[src/rtl/aes_cipher_pkg.sv]
/*
 * AES-128 cipher framing definitions
 * block, word and round types, round constants and controller states
 */
`default_nettype none

package aes_cipher_pkg;

	// 128-bit block, column-major with byte 0 in [127:120]
	//   [127:96] w0   [95:64] w1   [63:32] w2   [31:0] w3
	typedef logic [127:0] aes_block_t;

	// one 32-bit column, top byte in [31:24]
	typedef logic [31:0] aes_word_t;

	// round index 0 to 10
	typedef logic [3:0] aes_round_t;

	// Nr for a 128-bit key
	localparam aes_round_t aes_nr = 4'd10;

	// one cycle for SubBytes capture, one for the commit
	localparam int aes_round_cycles = 2;

	// load edge to done edge
	localparam int aes_latency = aes_round_cycles * aes_nr;

	////////////////////////////////////////////////////////////////////////////
	// key schedule round constants
	////////////////////////////////////////////////////////////////////////////

	// indexed by round minus one, only the top byte is nonzero
	localparam aes_word_t rcon_table [0:9] = '{
		32'h01000000,
		32'h02000000,
		32'h04000000,
		32'h08000000,
		32'h10000000,
		32'h20000000,
		32'h40000000,
		32'h80000000,
		32'h1b000000,
		32'h36000000
	};

	// round sequencer phases
	typedef enum logic [1:0] {
		ctrl_idle = 2'd0,
		ctrl_sub  = 2'd1,
		ctrl_mix  = 2'd2
	} ctrl_state_t;

endpackage

`default_nettype wire

[src/rtl/round_controller.sv]
/*
 * AES round sequencer
 * two phases per round, round counter and the done level
 */
`timescale 1ns/1ps
`default_nettype none

module round_controller import aes_cipher_pkg::*; (
	input  logic       clk,
	input  logic       reset,
	input  logic       load,
	output aes_round_t round,
	output logic       commit,
	output logic       final_round,
	output logic       done
);

	ctrl_state_t phase;
	ctrl_state_t phase_next;
	aes_round_t  round_next;
	logic        done_next;

	// registers update in the second phase of every round
	assign commit      = (phase == ctrl_mix);
	assign final_round = (round == aes_nr);

	////////////////////////////////////////////////////////////////////////////
	// next state
	////////////////////////////////////////////////////////////////////////////

	always_comb begin
		phase_next = phase;
		round_next = round;
		done_next  = done;
		if (load) begin
			// restart from round 1 whatever is running
			phase_next = ctrl_sub;
			round_next = 4'd1;
			done_next  = 1'b0;
		end else begin
			case (phase)
				ctrl_sub: begin
					phase_next = ctrl_mix;
				end
				ctrl_mix: begin
					if (final_round) begin
						// tenth commit ends the run
						phase_next = ctrl_idle;
						done_next  = 1'b1;
					end else begin
						phase_next = ctrl_sub;
						round_next = round + 4'd1;
					end
				end
				default: begin
					phase_next = ctrl_idle;
				end
			endcase
		end
	end

	always_ff @(posedge clk or posedge reset) begin
		if (reset) begin
			phase <= ctrl_idle;
			round <= '0;
			done  <= 1'b0;
		end else begin
			phase <= phase_next;
			round <= round_next;
			done  <= done_next;
		end
	end

endmodule

`default_nettype wire

[config.mk]
export PLATFORM = sky130hd
export DESIGN_NAME = round_controller
export DESIGN_NICKNAME = d
export VERILOG_FILES = /design/src/rtl/aes_cipher_pkg.sv /design/src/rtl/round_controller.sv
export SDC_FILE = /design/constraint.sdc
export NUM_CORES = 1
export LEC_CHECK = 0
export ABC_AREA = 1
export BUFFER_PORTS_ARGS = -buffer_cell sky130_fd_sc_hd__buf_2
export CAP_MARGIN = 20
export CELL_PAD_IN_SITES_DETAIL_PLACEMENT = 1
export CELL_PAD_IN_SITES_GLOBAL_PLACEMENT = 2
export CORE_MARGIN = 1.5
export CORE_UTILIZATION = 25
export CTS_CLUSTER_DIAMETER = 100
export CTS_CLUSTER_SIZE = 14
export DETAILED_ROUTE_END_ITERATION = 10
export PLACE_DENSITY_LB_ADDON = 0.25
export RECOVER_POWER = 100
export SYNTH_ARGS = -nofsm -noshare
export SYNTH_HDL_FRONTEND = slang
export SYNTH_SLANG_ARGS = --single-unit
[constraint.sdc]
create_clock -name clk -period 1.5 [get_ports clk]
set_input_delay 0.15 -clock clk [delete_from_list [all_inputs] [get_ports clk]]
set_output_delay 0.15 -clock clk [all_outputs]
set_load 0.02 [all_outputs]
Yosys cells after proc, flatten, opt, wreduce, memory -nomap -nowiden --
Index checks and enable logic that the tools add are counted.
Operators by class: reduce and logical (&&, ||, !) cells 4, mux-type cells 9, equality and inequality tests 4, $add $sub $neg 1
Operators by type and width (number):
- $mux W4 | 3
- $add A4 B1 Y4 const B | 1
- $eq A4 B4 Y1 const B | 1
- $mux W1 | 4
- $pmux W2 S2 | 1
- $reduce_and A2 Y1 | 2
- $reduce_bool A2 Y1 | 2
- $eq A2 B1 Y1 const B | 1
- $eq A2 B2 Y1 const B | 1
- $mux W2 | 1
- $ne A2 B2 Y1 const B | 1
Storage, ports and cells: input bits 3, word-level logic and storage cells 21, output and inout port bits 7, flip-flop bits (word level) 7

Depth between registers and ports, before layout --
word-level depth 4, mapped depth 8, mapped depth without buffers 8

Worst setup path after synthesis --
No wires, ideal clock.
path type register to register, start point register round[0], end point register round[2], clock period less this slack 1.436 ns, path slack 0.064 ns, path buffers 0, data required time 1.435 ns, arrival time 1.371 ns, stages on the path, launching flop included 9, library setup time 0.065 ns, cells stage by stage dfrtp_1 -> inv_1 -> ha_1 -> nand2_1 -> nor2_2 -> nor2_2 -> nor2_2 -> nand2_1 -> nand2_1
On the way: elaborated cells between the ends (all ways) 7, those cells by class 1 x add/sub; 2 x eq/ne; 3 x mux; 1 x reduce/logical
RTL lines:
- start: declaration | line round_controller.sv:12 | output aes_round_t round,
- start signal: assignment | line round_controller.sv:69 | round <= round_next;
- $eq A4 B4 Y1 | line round_controller.sv:25 | assign final_round = (round == aes_nr);
- via final_round | line round_controller.sv:14 | output logic final_round,
- $ne A2 B2 Y1 (no source line)
- $reduce_and A2 Y1 (no source line)
The timed path passes the listed nets, and every way through them passes these cells. The select of a mux whose other input is x is not followed. A chain may end at the register's enable or synchronous reset.

Worst setup path after layout --
start point register round[1], end point output final_round
On the way: longest elaborated chain between the ends 1
RTL lines (line):
- $eq A4 B4 Y1 | round_controller.sv:25
- end: declaration | round_controller.sv:14
Every way passes these cells.

==> reports/metrics.yaml <==
run_status:
  status: "complete, no violations"
yosys:
  yosysSeqAreaShare_pct: 49.82
  synth_nets: 48
  synth.avg_cell_area_um2: 8.176
  syn_inst: 43
  synth_warnings: 0
  synth_seq_cells: 7
  yosys.cell_types.count: 12
  syn-cell-area_um2: 351.6
grt:
  grt-ovfl-total: 0
  grt_pass1_wl_um: 1524
  track_usage_pct: 14.86
  grt_pass1_vias: 358
  grt_max_degree: 9
  grt_antenna_before_repair: 0
die:
  die_y_um: 40.50
  dieArea_um2: 1640
  row_count: 13
  die_x_um: 40.50
  core_region_area_um2: 1301
  initial_utilization_pct: 27.02
  boundaryPins: 10
power_and_ir_drop:
  power.share.sequential_pct: 47.2
  p_sw_mw: 0.1238
  cellLeakagePower_nw: 0.2519
  pwr-share-comb_pct: 14.6
  clkPwrFrac_pct: 38.3
  power.density_nw_per_um2: 979.8
  peakVddDrop_uv: 610.2
  power.internal_mw: 0.3248
  switching_share_pct: 27.60
clock_network:
  cts_setup_buffers: 0
  cts_tree: "built"
  cts_buffer_depth: 2
  cts_root_buffer: "clkbuf_4"
  clock_latency_ns: 0.25
  cts-buffers-inserted: 3
  clock_sinks: 7
  cts.clk_slew.worst_paths_ns: 0.05
  htree_levels: 1
place:
  place.gp.congestion: 0.7763
  dpl.hpwl_um: 726.1
  port_buffers: 9
  place_area_um2: 422.9
finish:
  syn_to_final_growth_pct: 30.25
  drive_above_1_share_pct: 18.97
  n_antenna_cell: 0
  fillers: 176
  post-route-cell-area_um2: 457.9
  fin_nets: 64
sta:
  min_period_over_period_pct: 93.46
  skew_ns: 0.003065
  relSlewSlack_pct: 79.81
  finalHoldViolations: 0
  rsz0062_at_grt: "false"
  fmax_mhz: 713.3
  setup_viol: 0
  worst_pin_slew_ns: 0.3028
  drv_slew: 0
  period_minus_slack_ns: 1.402
  tns_ns: 0
route:
  viasPerCell: 4.356
  dr.pass1.iters: 2
  finalWirelength_um: 910
  num_vias: 318
  drt_iter0_markers: 2
  wl_per_cell_um: 12.47
  drc: 0
  ant_nets: 0
worst_setup_path:
  crit_path_end_kind: "output port"
  required_ns: 1.35
  critical_path_class: "flop to output port"
  worstSetupStartpointType: "flop"
  critPathMaxFanout: 6
  crit_arrival_ns: 1.25
worst_hold_path:
  hp-class: "primary input to flop"
flow_run:
  max_cap_violations: 0
[per-layer routing]
layer / global-route usage (%) / share of wire [%] / vias to the layer above
li1: - / - / 164
met1: 16.72 / 45 / 144
met2: 23.41 / 48 / 8
met3: 6.667 / 5.8 / 2
met4: 7.500 / 1.1 / 0
met5: 0 / 0 / -
[registers in the layout, indices dropped and copies added (netlist names)]
name   flops
done       1
phase      2
round      4
[cells in the final DEF, fill, tap and decap left out]
cell type      synthesis  final
nand2_1               14     14
dfrtp_1                7      7
inv_1                  6      6
clkbuf_1               0      6
nand4_1                3      3
nor2_1                 2      3
clkbuf_4               0      3
buf_2                  0      3
nand3_1                2      2
ha_1                   2      2
buf_4                  0      2
nor2_4                 0      1
nor2_2                 3      1
or2_2                  1      1
a21oi_1                1      1
o21ai_0                1      1
nor3_1                 1      1
dlygate4sd3_1          0      1
[cells in the mapped netlist]
library cell   n  area [um2]
nand4_1        3       18.77
nor2_2         3       18.77
inv_1          6       22.52
o21ai_0        1       5.000
nand2_1       14       52.55
a21oi_1        1       5.000
nand3_1        2       10.01
or2_2          1       6.260
nor3_1         1       5.000
dfrtp_1        7       175.2
nor2_1         2       7.510
ha_1           2       25.02
[final timing paths]
path | slack [ns] | to | startpoint | cells after the start
min reg2reg | 0.46 | phase[1] | phase[1] | 1
max | 0.1 | final_round | round[1] | 4
min | 0.11 | done | load | 2
max reg2reg | 0.15 | round[2] | round[1] | 7
max in group asynchronous | 0.91 | round[3] | reset | 3
min in group asynchronous | 0.37 | round[1] | reset | 3
[critical path: stages (launching register included)]
cell and delay, ns:
dfrtp_1 0.44, ha_1 0.18, nand2_1 0.10, nor2_4 0.13
buf_4 0.16
[layout make-up]
cell class	instances	area, um2	share of cell area, %
clock buffers	4	26.28	5.738
flip-flops and latches	7	175.2	38.25
well taps	15	18.77	4.098
inverters	6	22.52	4.918
multi-input cells	30	156.4	34.15
repair buffers	11	58.81	12.84
[cells by family after synthesis]
group | count (synthesis) | synth area share, %
AOI/OAI and AO/OA | 2 | 2.844
and+or+nand+nor | 26 | 33.81
buffers and inverters | 6 | 6.405
DFF | 7 | 49.82
adders and majority gates | 2 | 7.116
[per-stage QoR]
step,util (%),power [mW],worst slack [ns],instances,hold slack [ns]
floorplan,-,0.2545,0.06413,43,-0.04660
global placement,32.50,0.2781,0.2425,68,0.09799
detailed placement,32.50,0.2812,0.2038,68,0.1069
CTS,35.29,0.4592,0.04549,73,0.1238
global route,35.19,0.4891,0.02334,73,0.1197
finish,35.19,0.4487,0.09805,73,0.1131
[power by group through the flow]
stage | clock (mW) | sequential (mW) | combinational (mW)
after global placement | 0 | 0.212 | 0.0660
final | 0.172 | 0.212 | 0.0653
after detailed placement | 0 | 0.214 | 0.0670
after global routing | 0.202 | 0.213 | 0.0741
after CTS | 0.179 | 0.211 | 0.0690
after floorplan | 0 | 0.221 | 0.0332
[what timing repair did]
item,in CTS,in global routing
hold buffers,1,0
resized for setup,0,3
endpoints found under the hold margin,7,0
endpoints found under the setup margin,0,1
No activity file was read; power rests on OpenSTA's default activity.
