**config.mk**
```make
export PLATFORM = sky130hd
export DESIGN_NAME = key_expander
export DESIGN_NICKNAME = d
export VERILOG_FILES = /design/src/rtl/aes_field_pkg.sv /design/src/rtl/aes_cipher_pkg.sv /design/src/rtl/sbox.sv /design/src/rtl/key_expander.sv
export SDC_FILE = /design/constraint.sdc
export NUM_CORES = 2
export LEC_CHECK = 0
export BUFFER_PORTS_ARGS = -buffer_cell sky130_fd_sc_hd__buf_4
export CORE_MARGIN = 3
export CORE_UTILIZATION = 44
export CTS_CLUSTER_DIAMETER = 60
export DETAILED_ROUTE_END_ITERATION = 7
export PLACE_DENSITY = 0.63
export SYNTH_ARGS = -nofsm -noshare
export SYNTH_HDL_FRONTEND = slang
export SYNTH_SLANG_ARGS = --single-unit
```
**constraint.sdc**
```tcl
create_clock -name clk -period 27.7 [get_ports clk]
set_input_delay 1.385 -clock clk [delete_from_list [all_inputs] [get_ports clk]]
set_output_delay 1.385 -clock clk [all_outputs]
set_load 0.03 [all_outputs]
```
**src/rtl/aes_field_pkg.sv**
```systemverilog
/*
 * AES field arithmetic definitions
 * byte type, reduction polynomial and affine constant for GF(2^8)
 */
`default_nettype none

package aes_field_pkg;

	// one state byte or field element
	typedef logic [7:0] gf_byte_t;

	// low byte of x^8 + x^4 + x^3 + x + 1
	localparam gf_byte_t gf_poly = 8'h1b;

	// constant added after the affine matrix in the s-box
	localparam gf_byte_t sbox_affine_const = 8'h63;

	////////////////////////////////////////////////////////////////////////////
	// multiply by x
	////////////////////////////////////////////////////////////////////////////

	// shift left and fold the carry back with the polynomial
	function automatic gf_byte_t xtime(input gf_byte_t b);
		gf_byte_t shifted;
		shifted = {b[6:0], 1'b0};
		if (b[7])
			shifted = shifted ^ gf_poly;
		return shifted;
	endfunction

endpackage

`default_nettype wire

```
**src/rtl/aes_cipher_pkg.sv**
```systemverilog
/*
 * AES-128 cipher framing definitions
 * block, word and round types, round constants and controller states
 */
`default_nettype none

package aes_cipher_pkg;

	// 128-bit block, column-major with byte 0 in [127:120]
	//   [127:96] w0   [95:64] w1   [63:32] w2   [31:0] w3
	typedef logic [127:0] aes_block_t;

	// one 32-bit column, top byte in [31:24]
	typedef logic [31:0] aes_word_t;

	// round index 0 to 10
	typedef logic [3:0] aes_round_t;

	// Nr for a 128-bit key
	localparam aes_round_t aes_nr = 4'd10;

	// one cycle for SubBytes capture, one for the commit
	localparam int aes_round_cycles = 2;

	// load edge to done edge
	localparam int aes_latency = aes_round_cycles * aes_nr;

	////////////////////////////////////////////////////////////////////////////
	// key schedule round constants
	////////////////////////////////////////////////////////////////////////////

	// indexed by round minus one, only the top byte is nonzero
	localparam aes_word_t rcon_table [0:9] = '{
		32'h01000000,
		32'h02000000,
		32'h04000000,
		32'h08000000,
		32'h10000000,
		32'h20000000,
		32'h40000000,
		32'h80000000,
		32'h1b000000,
		32'h36000000
	};

	// round sequencer phases
	typedef enum logic [1:0] {
		ctrl_idle = 2'd0,
		ctrl_sub  = 2'd1,
		ctrl_mix  = 2'd2
	} ctrl_state_t;

endpackage

`default_nettype wire

```
**src/rtl/sbox.sv**
```systemverilog
/*
 * AES s-box
 * multiplicative inverse in GF(2^8) followed by the affine transform
 */
`timescale 1ns/1ps
`default_nettype none

module sbox import aes_field_pkg::*; (
	input  gf_byte_t a,
	output gf_byte_t y
);

	// shift-and-add multiply, reduced on every step
	function automatic gf_byte_t gf_mul(input gf_byte_t x, input gf_byte_t z);
		gf_byte_t acc;
		gf_byte_t sh;
		acc = '0;
		sh = x;
		for (int i = 0; i < 8; i++) begin
			if (z[i])
				acc = acc ^ sh;
			sh = xtime(sh);
		end
		return acc;
	endfunction

	function automatic gf_byte_t gf_sq(input gf_byte_t x);
		return gf_mul(x, x);
	endfunction

	// powers of a on the way to a^254
	gf_byte_t p2, p3, p6, p7, p14, p15, p30, p31;
	gf_byte_t p62, p63, p126, p127;
	gf_byte_t inv;

	////////////////////////////////////////////////////////////////////////////
	// inverse as a^254, so zero maps to zero
	////////////////////////////////////////////////////////////////////////////

	assign p2   = gf_sq(a);
	assign p3   = gf_mul(p2, a);
	assign p6   = gf_sq(p3);
	assign p7   = gf_mul(p6, a);
	assign p14  = gf_sq(p7);
	assign p15  = gf_mul(p14, a);
	assign p30  = gf_sq(p15);
	assign p31  = gf_mul(p30, a);
	assign p62  = gf_sq(p31);
	assign p63  = gf_mul(p62, a);
	assign p126 = gf_sq(p63);
	assign p127 = gf_mul(p126, a);
	assign inv  = gf_sq(p127);

	// affine step as b ^ rotl1 ^ rotl2 ^ rotl3 ^ rotl4 ^ 63
	assign y = inv ^ {inv[6:0], inv[7]} ^ {inv[5:0], inv[7:6]} ^
		{inv[4:0], inv[7:5]} ^ {inv[3:0], inv[7:4]} ^ sbox_affine_const;

endmodule

`default_nettype wire

```
**src/rtl/key_expander.sv**
```systemverilog
/*
 * AES-128 key schedule
 * round-key register with RotWord, registered SubWord, Rcon and word chaining
 */
`timescale 1ns/1ps
`default_nettype none

module key_expander import aes_cipher_pkg::*; (
	input  logic       clk,
	input  logic       reset,
	input  logic       load,
	input  aes_block_t key,
	input  aes_round_t round,
	input  logic       commit,
	output aes_block_t next_round_key
);

	aes_block_t round_key;
	aes_word_t  rot_word;
	aes_word_t  sub_word;
	aes_word_t  sub_word_q;
	aes_round_t rcon_sel;
	aes_word_t  rcon_word;
	aes_word_t  w0, w1, w2, w3;

	// RotWord of the last word, one byte to the left
	assign rot_word = {round_key[23:0], round_key[31:24]};

	for (genvar i = 0; i < 4; i++) begin : g_sub_word
		sbox i_sbox (
			.a (rot_word[31 - 8*i -: 8]),
			.y (sub_word[31 - 8*i -: 8])
		);
	end

	// captures every cycle, settled by the mix phase
	always_ff @(posedge clk) begin
		sub_word_q <= sub_word;
	end

	////////////////////////////////////////////////////////////////////////////
	// next round key
	////////////////////////////////////////////////////////////////////////////

	// rounds run 1 to 10, anything else picks no constant
	assign rcon_sel  = round - 4'd1;
	assign rcon_word = (rcon_sel < aes_nr) ? rcon_table[rcon_sel] : '0;

	// first word takes SubWord and Rcon, the rest chain off the previous word
	assign w0 = round_key[127:96] ^ sub_word_q ^ rcon_word;
	assign w1 = round_key[95:64] ^ w0;
	assign w2 = round_key[63:32] ^ w1;
	assign w3 = round_key[31:0] ^ w2;

	assign next_round_key = {w0, w1, w2, w3};

	// round key moves on the same edge as the cipher state
	always_ff @(posedge clk or posedge reset) begin
		if (reset) begin
			round_key <= '0;
		end else if (load) begin
			round_key <= key;
		end else if (commit) begin
			round_key <= next_round_key;
		end
	end

endmodule

`default_nettype wire

```
* Word-level counts from Yosys, hierarchy flattened
Memory sizes are Yosys's and may differ from the RTL's. Index checks and enable logic that the tools add are counted.
Storage, ports and cells: output and inout bits 128, register bits 160, ROM bits 512, input bits 136, logic and storage cells 1546, memories kept 1
Cells by class: reductions and logical operators 1, mux-type cells 785, bitwise operators 754, add/subtract/negate cells 1, $lt $le $gt $ge 2
Memory list:
- (name not given) | words 16, width 32, read ports 1, clocked after Yosys merged registers in 0, wr ports 0, line key_expander.sv:47 | assign rcon_word = (rcon_sel < aes_nr) ? rcon_table[rcon_sel] : '0;
Operator list (count):
- two-way mux 8 bit | 416
- bitwise XOR 8 bit | 380
- two-way mux 5 bit | 364
- NOT 4 bit | 368
- two-way mux 128 bit | 2
- bitwise XOR 32 bit | 5
- two-way mux 32 bit | 3
- greater-or-equal comparator 5 bit (second input constant) | 1
- NOT 4 -> 5 bit | 1
- less-than comparator 4 bit (second input constant) | 1
- subtractor 4 x 1 -> 4 bit (second input constant) | 1
- nonzero test 2 bit | 1

* Longest topological paths before layout
depth after elaboration 213, mapped depth 90, mapped depth without buffers 76

* Hierarchy
Synthesis repeated with hierarchy kept, for this count alone.
Second synthesis, totals: cell total of the unflattened synthesis 8145, area, all modules 67837.6 um^2
Modules (own cells, without submodules):
- sbox | times used 4, cells an instance 1801, seq. area each 0.0 um^2, area each 14800.4 um^2
- key_expander | times used 1, cells an instance 941, seq. area each 3843.7 um^2, area each 8635.8 um^2

* Least setup slack after synthesis
Ideal clock, no wire load.
path type reg2reg, from register round_key[31], to register sub_word_q[7], data arrival time 21.917 ns, setup slack 5.653 ns, library setup time 0.130 ns, path buffers 11, cell stages (with the launch flop) 87, path through dfrtp_1 > ha_1 > buf_2 > xnor3_1 > nand2_1 > xnor2_1 > xnor2_2 > xnor2_2 > nand2_1 > xnor2_1 > xor2_1 > xor2_1 > inv_2 > buf_2 > ha_1 > nand2_1 > mux2i_1 > xnor2_1 > (+51 left out) > nor2_1 > xnor2_1 > xnor2_1 > clkbuf_1 > nor3_1 > a21o_1 > a22oi_1 > xnor3_1 > buf_2 > buf_2 > ha_1 > xnor3_1 > xor2_1 > and4_1 > a2111oi_1 > xnor2_1 > xnor2_1 > xnor3_1
On the way: word-level cells in the longest chain between the ends 200
Ends and longest elaborated chain:
- start, declared | line key_expander.sv:18 | aes_block_t round_key;
- start signal, assigned | line key_expander.sv:62 | round_key <= key;
- start signal, assigned | line key_expander.sv:64 | round_key <= next_round_key;
- branches (longest 180 deep; another with two-way mux 8 bit)
- two-way mux 8 bit (*) | line sbox.sv:20 | if (z[i])
- two-way mux 8 bit or bitwise XOR 8 bit (tied branches) | line sbox.sv:20, sbox.sv:21
- bitwise XOR 8 bit, or another cell as far along | line sbox.sv:21 | acc = acc ^ sh;
- two-way mux 8 bit, or another cell as far along | line sbox.sv:20
- bitwise XOR 8 bit or two-way mux 8 bit (tied branches) | line sbox.sv:21, sbox.sv:20
- two-way mux 8 bit or bitwise XOR 8 bit (tied branches) | line sbox.sv:20, sbox.sv:21
- bitwise XOR 8 bit or two-way mux 8 bit (tied branches) | line sbox.sv:21, sbox.sv:20
- (+6 left out)
- two-way mux 8 bit or bitwise XOR 8 bit (tied branches) | line sbox.sv:20, sbox.sv:21
- bitwise XOR 8 bit or two-way mux 8 bit (tied branches) | line sbox.sv:21, sbox.sv:20
- two-way mux 8 bit (*) | line sbox.sv:20
- bitwise XOR 8 bit, or another cell as far along | line sbox.sv:55 | assign y = inv ^ {inv[6:0], inv[7]} ^ {inv[5:0], inv[7:6]} ^
- bitwise XOR 8 bit or two-way mux 8 bit (tied branches) | line sbox.sv:55, sbox.sv:20
- bitwise XOR 8 bit | line sbox.sv:55
- bitwise XOR 8 bit (*) | line sbox.sv:56 | {inv[4:0], inv[7:5]} ^ {inv[3:0], inv[7:4]} ^ sbox_affine_const;
- named net g_sub_word[3].i_sbox.y[7] | line sbox.sv:10 | output gf_byte_t y
- end signal, assigned | line key_expander.sv:38 | sub_word_q <= sub_word;
- end, declared | line key_expander.sv:21 | aes_word_t sub_word_q;
Mark *: on every way through the listed nets, which the timed path passes. A chain may end at the register's enable or synchronous reset.

* Worst setup path after layout
from register round_key[4], to register sub_word_q[15]
On the way: word-level cells in the longest chain between the ends 197
Ends and longest elaborated chain (line):
- bitwise XOR 8 bit or two-way mux 8 bit (tied branches) | sbox.sv:21, sbox.sv:20
- two-way mux 8 bit or bitwise XOR 8 bit (tied branches) | sbox.sv:20, sbox.sv:21
- bitwise XOR 8 bit or two-way mux 8 bit (tied branches) | sbox.sv:21, sbox.sv:20
- two-way mux 8 bit or bitwise XOR 8 bit (tied branches) | sbox.sv:20, sbox.sv:21
- bitwise XOR 8 bit or two-way mux 8 bit (tied branches) | sbox.sv:21, sbox.sv:20
- two-way mux 8 bit or bitwise XOR 8 bit (tied branches) | sbox.sv:20, sbox.sv:21
- bitwise XOR 8 bit or two-way mux 8 bit (tied branches) | sbox.sv:21, sbox.sv:20
- two-way mux 8 bit or bitwise XOR 8 bit (tied branches) | sbox.sv:20, sbox.sv:21
- (+182 left out)
- two-way mux 8 bit or bitwise XOR 8 bit (tied branches) | sbox.sv:20, sbox.sv:21
- bitwise XOR 8 bit or two-way mux 8 bit (tied branches) | sbox.sv:21, sbox.sv:20
- two-way mux 8 bit (*) | sbox.sv:20
- bitwise XOR 8 bit, or another cell as far along | sbox.sv:55
- bitwise XOR 8 bit or two-way mux 8 bit (tied branches) | sbox.sv:55, sbox.sv:20
- bitwise XOR 8 bit | sbox.sv:55
- bitwise XOR 8 bit (*) | sbox.sv:56
- named net g_sub_word[2].i_sbox.y[7] | sbox.sv:10
Mark *: on every way through the listed nets, which the timed path passes. The rest lies on a longest branch.

==> qor.csv <==
stage,metric,value,unit
drt,avgViaCountPerCell,5.876,
cts,h-tree-depth,4,
logic_synthesis,synth_edf_count,0,
logic_synthesis,synth_area,65100,µm²
timing,max_slew_margin,15.48,%
critical_path,slowest_stage,dfrtp_2,
grt,antenna_found_initial,7,
grt,grt_max_degree,164,
drt,wl_per_cell,21.33,µm
logic_synthesis,synthSimpleGateAreaFrac,17.70,%
logic_synthesis,yosysTopAreaCellShare,17.99,%
flow_run,maxCapViolCount,0,
grt,grt_pass1_vias,54500,
min_path,hp-class,reg2reg,
cts,clkTransAtPathRegs,100,ps
floorplan,ios,264,
critical_path,startpoint,round_key[4],
floorplan,start_util,44.51,%
logic_synthesis,synthFlopType,dfrtp_1,
logic_synthesis,synth_adder_area_share,0.6342,%
logic_synthesis,synth-compound-area-share,14.46,%
logic_synthesis,synth_top_family_by_area,XOR/XNOR gates,
cts,cts-root-buf,clkbuf_16,
cts,clock_path_buffers,2,
cts,cts_setup_buffers,0,
critical_path,cp-end-kind,flip-flop,
critical_path,critPathKind,reg2reg,
placement,gp_congestion,0.9171,
placement,portBuffers,263,
timing,tns,0,ps
timing,drv_slew,0,
logic_synthesis,synth_mux_area_share,4.653,%
logic_synthesis,ys_ff_latch,160,
logic_synthesis,syn_inst,7931,
floorplan,rows,140,
drt,routed_wl,207800,µm
cts,clkSinkCount,160,
critical_path,cpPeakStageDelay,820,ps
logic_synthesis,yosysTopAreaCell,xnor2_1,
critical_path,critPathLaunchType,flip-flop,
floorplan,die_area,152600,µm²
logic_synthesis,yosysSeqAreaShare,5.904,%
grt,grt-ovfl-total,0,
critical_path,crit_path_max_fanout,44,
cts,clkLatencyLatePin,560,ps
finish,drive_above_1_share,11.09,%
critical_path,crit_arrival,26520,ps
logic_synthesis,ys_async_sr_fraction,80.00,%
finish,area_growth,5.785,%
finish,num-nets-final,7977,
timing,rsz0062_at_grt,false,
logic_synthesis,synth_area_per_cell,8.209,µm²
finish,final_common_cell,xnor2_1,
placement,place.detailed.hpwl,149200,µm
cts,cts_made_buffers,17,
min_path,worstHoldStart,round_key[122],
drt,antenna_left,0,
critical_path,r2r_start,round_key[4],
timing,setup_violations,0,
drt,via_count,57230,
timing,min_period_over_period,94.09,%
critical_path,path_common_cell,xnor3_1,
timing,final.setup_skew,28.36,ps
finish,mostFrequentLayoutCells,"xnor2_1, nand2_1, xor2_1",
logic_synthesis,synth_nets,8100,
timing,hold_violations,0,
floorplan,core,146300,µm²
logic_synthesis,yosysUniqueCellTypes,134,
floorplan,die_x,390.7,µm
grt,grt_use_total,26.24,%
grt,grt_pass1_wl,321400,µm
status,status,finished clean,
drt,drtIter0Drc,6013,
floorplan,die_y,390.7,µm
timing,hold_slack,588.5,ps
logic_synthesis,synth-xor-area-share,51.95,%
timing,max_freq,0.03837,GHz
drt,firstDrtPassIters,8,
timing,finalCriticalPeriod,26060,ps
critical_path,required,28160,ps
logic_synthesis,ys_top_cells_by_area,"xnor2_1, xnor3_1, xor2_1",
timing,worst_pin_slew,1259,ps
cts,cts_tree,done,
drt,drc,0,
logic_synthesis,yosys_warnings,0,
## registers in the layout, indices dropped and copies added (netlist names)
| name | flops |
|---|---|
| round_key | 128 |
| sub_word_q | 32 |
## kinds of logic after synthesis
| group | after synthesis |
|---|---|
| XOR/XNOR | 2782 |
| AND/OR/NAND/NOR | 2618 |
| AO/OA/AOI/OAI | 1364 |
| buffers and inverters | 683 |
| multiplexers | 291 |
| flip-flops | 160 |
| adder cells (fa/ha/maj) | 33 |
## layer usage
| layer | share of wire (%) | global-route usage [%] | vias to the layer above | routed length, µm |
|---|---|---|---|---|
| met5 | 0 | 0 | - | 0 |
| met4 | 2.4 | 6.481 | 0 | 4946 |
| met3 | 8.2 | 3.957 | 338 | 17100 |
| met2 | 45 | 41.41 | 2360 | 92630 |
| met1 | 45 | 37.46 | 27690 | 93080 |
| li1 | - | - | 26840 | - |
## timing repair
item                                   4_1_cts  5_1_grt
hold buffers                                 0        0
endpoints found under the hold margin        0        0
setup endpoints to repair                    0        8
gates resized for setup                      0       10
## area by class of cell
type                    count  area (µm²)
clock buffers              17       425.4
diodes                      2       5.005
fillers                 14110       77390
repair buffers            425        3227
inverters                 116       444.2
multi-input cells        7088       58320
flip-flops and latches    160        3881
well taps                1917        2399
clock inverters            15       165.2
## cells in the mapped netlist, drive strengths merged (18+ instances only)
cell,instances
and3,41
xor2,760
a21oi,276
nor3b,28
buf,295
a211oi,52
nand2,1255
nand3,126
mux2i,242
nand3b,25
a311oi,18
xnor2,1442
o21a,21
nor3,132
a211o,21
or2,20
ha,33
dfrtp,128
nor2b,61
o211ai,56
nand4,30
o22a,20
o221ai,23
mux2,47
a221oi,46
a31oi,31
and2,66
o21ai,362
o22ai,58
a222oi,33
inv,102
a22oi,89
dfxtp,32
a32oi,18
or3,25
nor2,661
a21o,20
nor4,21
xor3,112
nand2b,79
o2bb2ai,19
clkbuf,272
xnor3,468
## through the flow
step	area [µm²]	setup slack [ps]	util, %	instances
6_report	68870	1637	47.09	9740
2_1_floorplan	65100	5653	-	7931
3_3_place_gp	68210	1031	46.63	9706
5_1_grt	68870	292.2	47.08	9738
3_5_place_dp	68210	921.5	46.63	9706
4_1_cts	68800	844.9	47.04	9738
## critical path, delay by kind of cell, from the launching register on
kind,cells,cell delay [ps]
compound gates,11,2860
xor+xnor,35,15500
fa+ha+maj,5,1970
buf+inv,7,2120
flops,1,820
mux,2,510
simple gates,10,2100
## final timing paths
kind / to / slack (ps) / cells past startpoint
max in group asynchronous: round_key[17] / 25310 / 3
min in group asynchronous: round_key[31] / 950 / 2
worst max register to register: sub_word_q[15] / 1640 / 70
worst max-delay path: sub_word_q[15] / 1640 / 70
worst min-delay path: round_key[122] / 590 / 2
worst min register to register: round_key[122] / 590 / 2
Power is not shown: default switching activity piles up to over one toggle a cycle in this logic, so the estimate is an artifact.
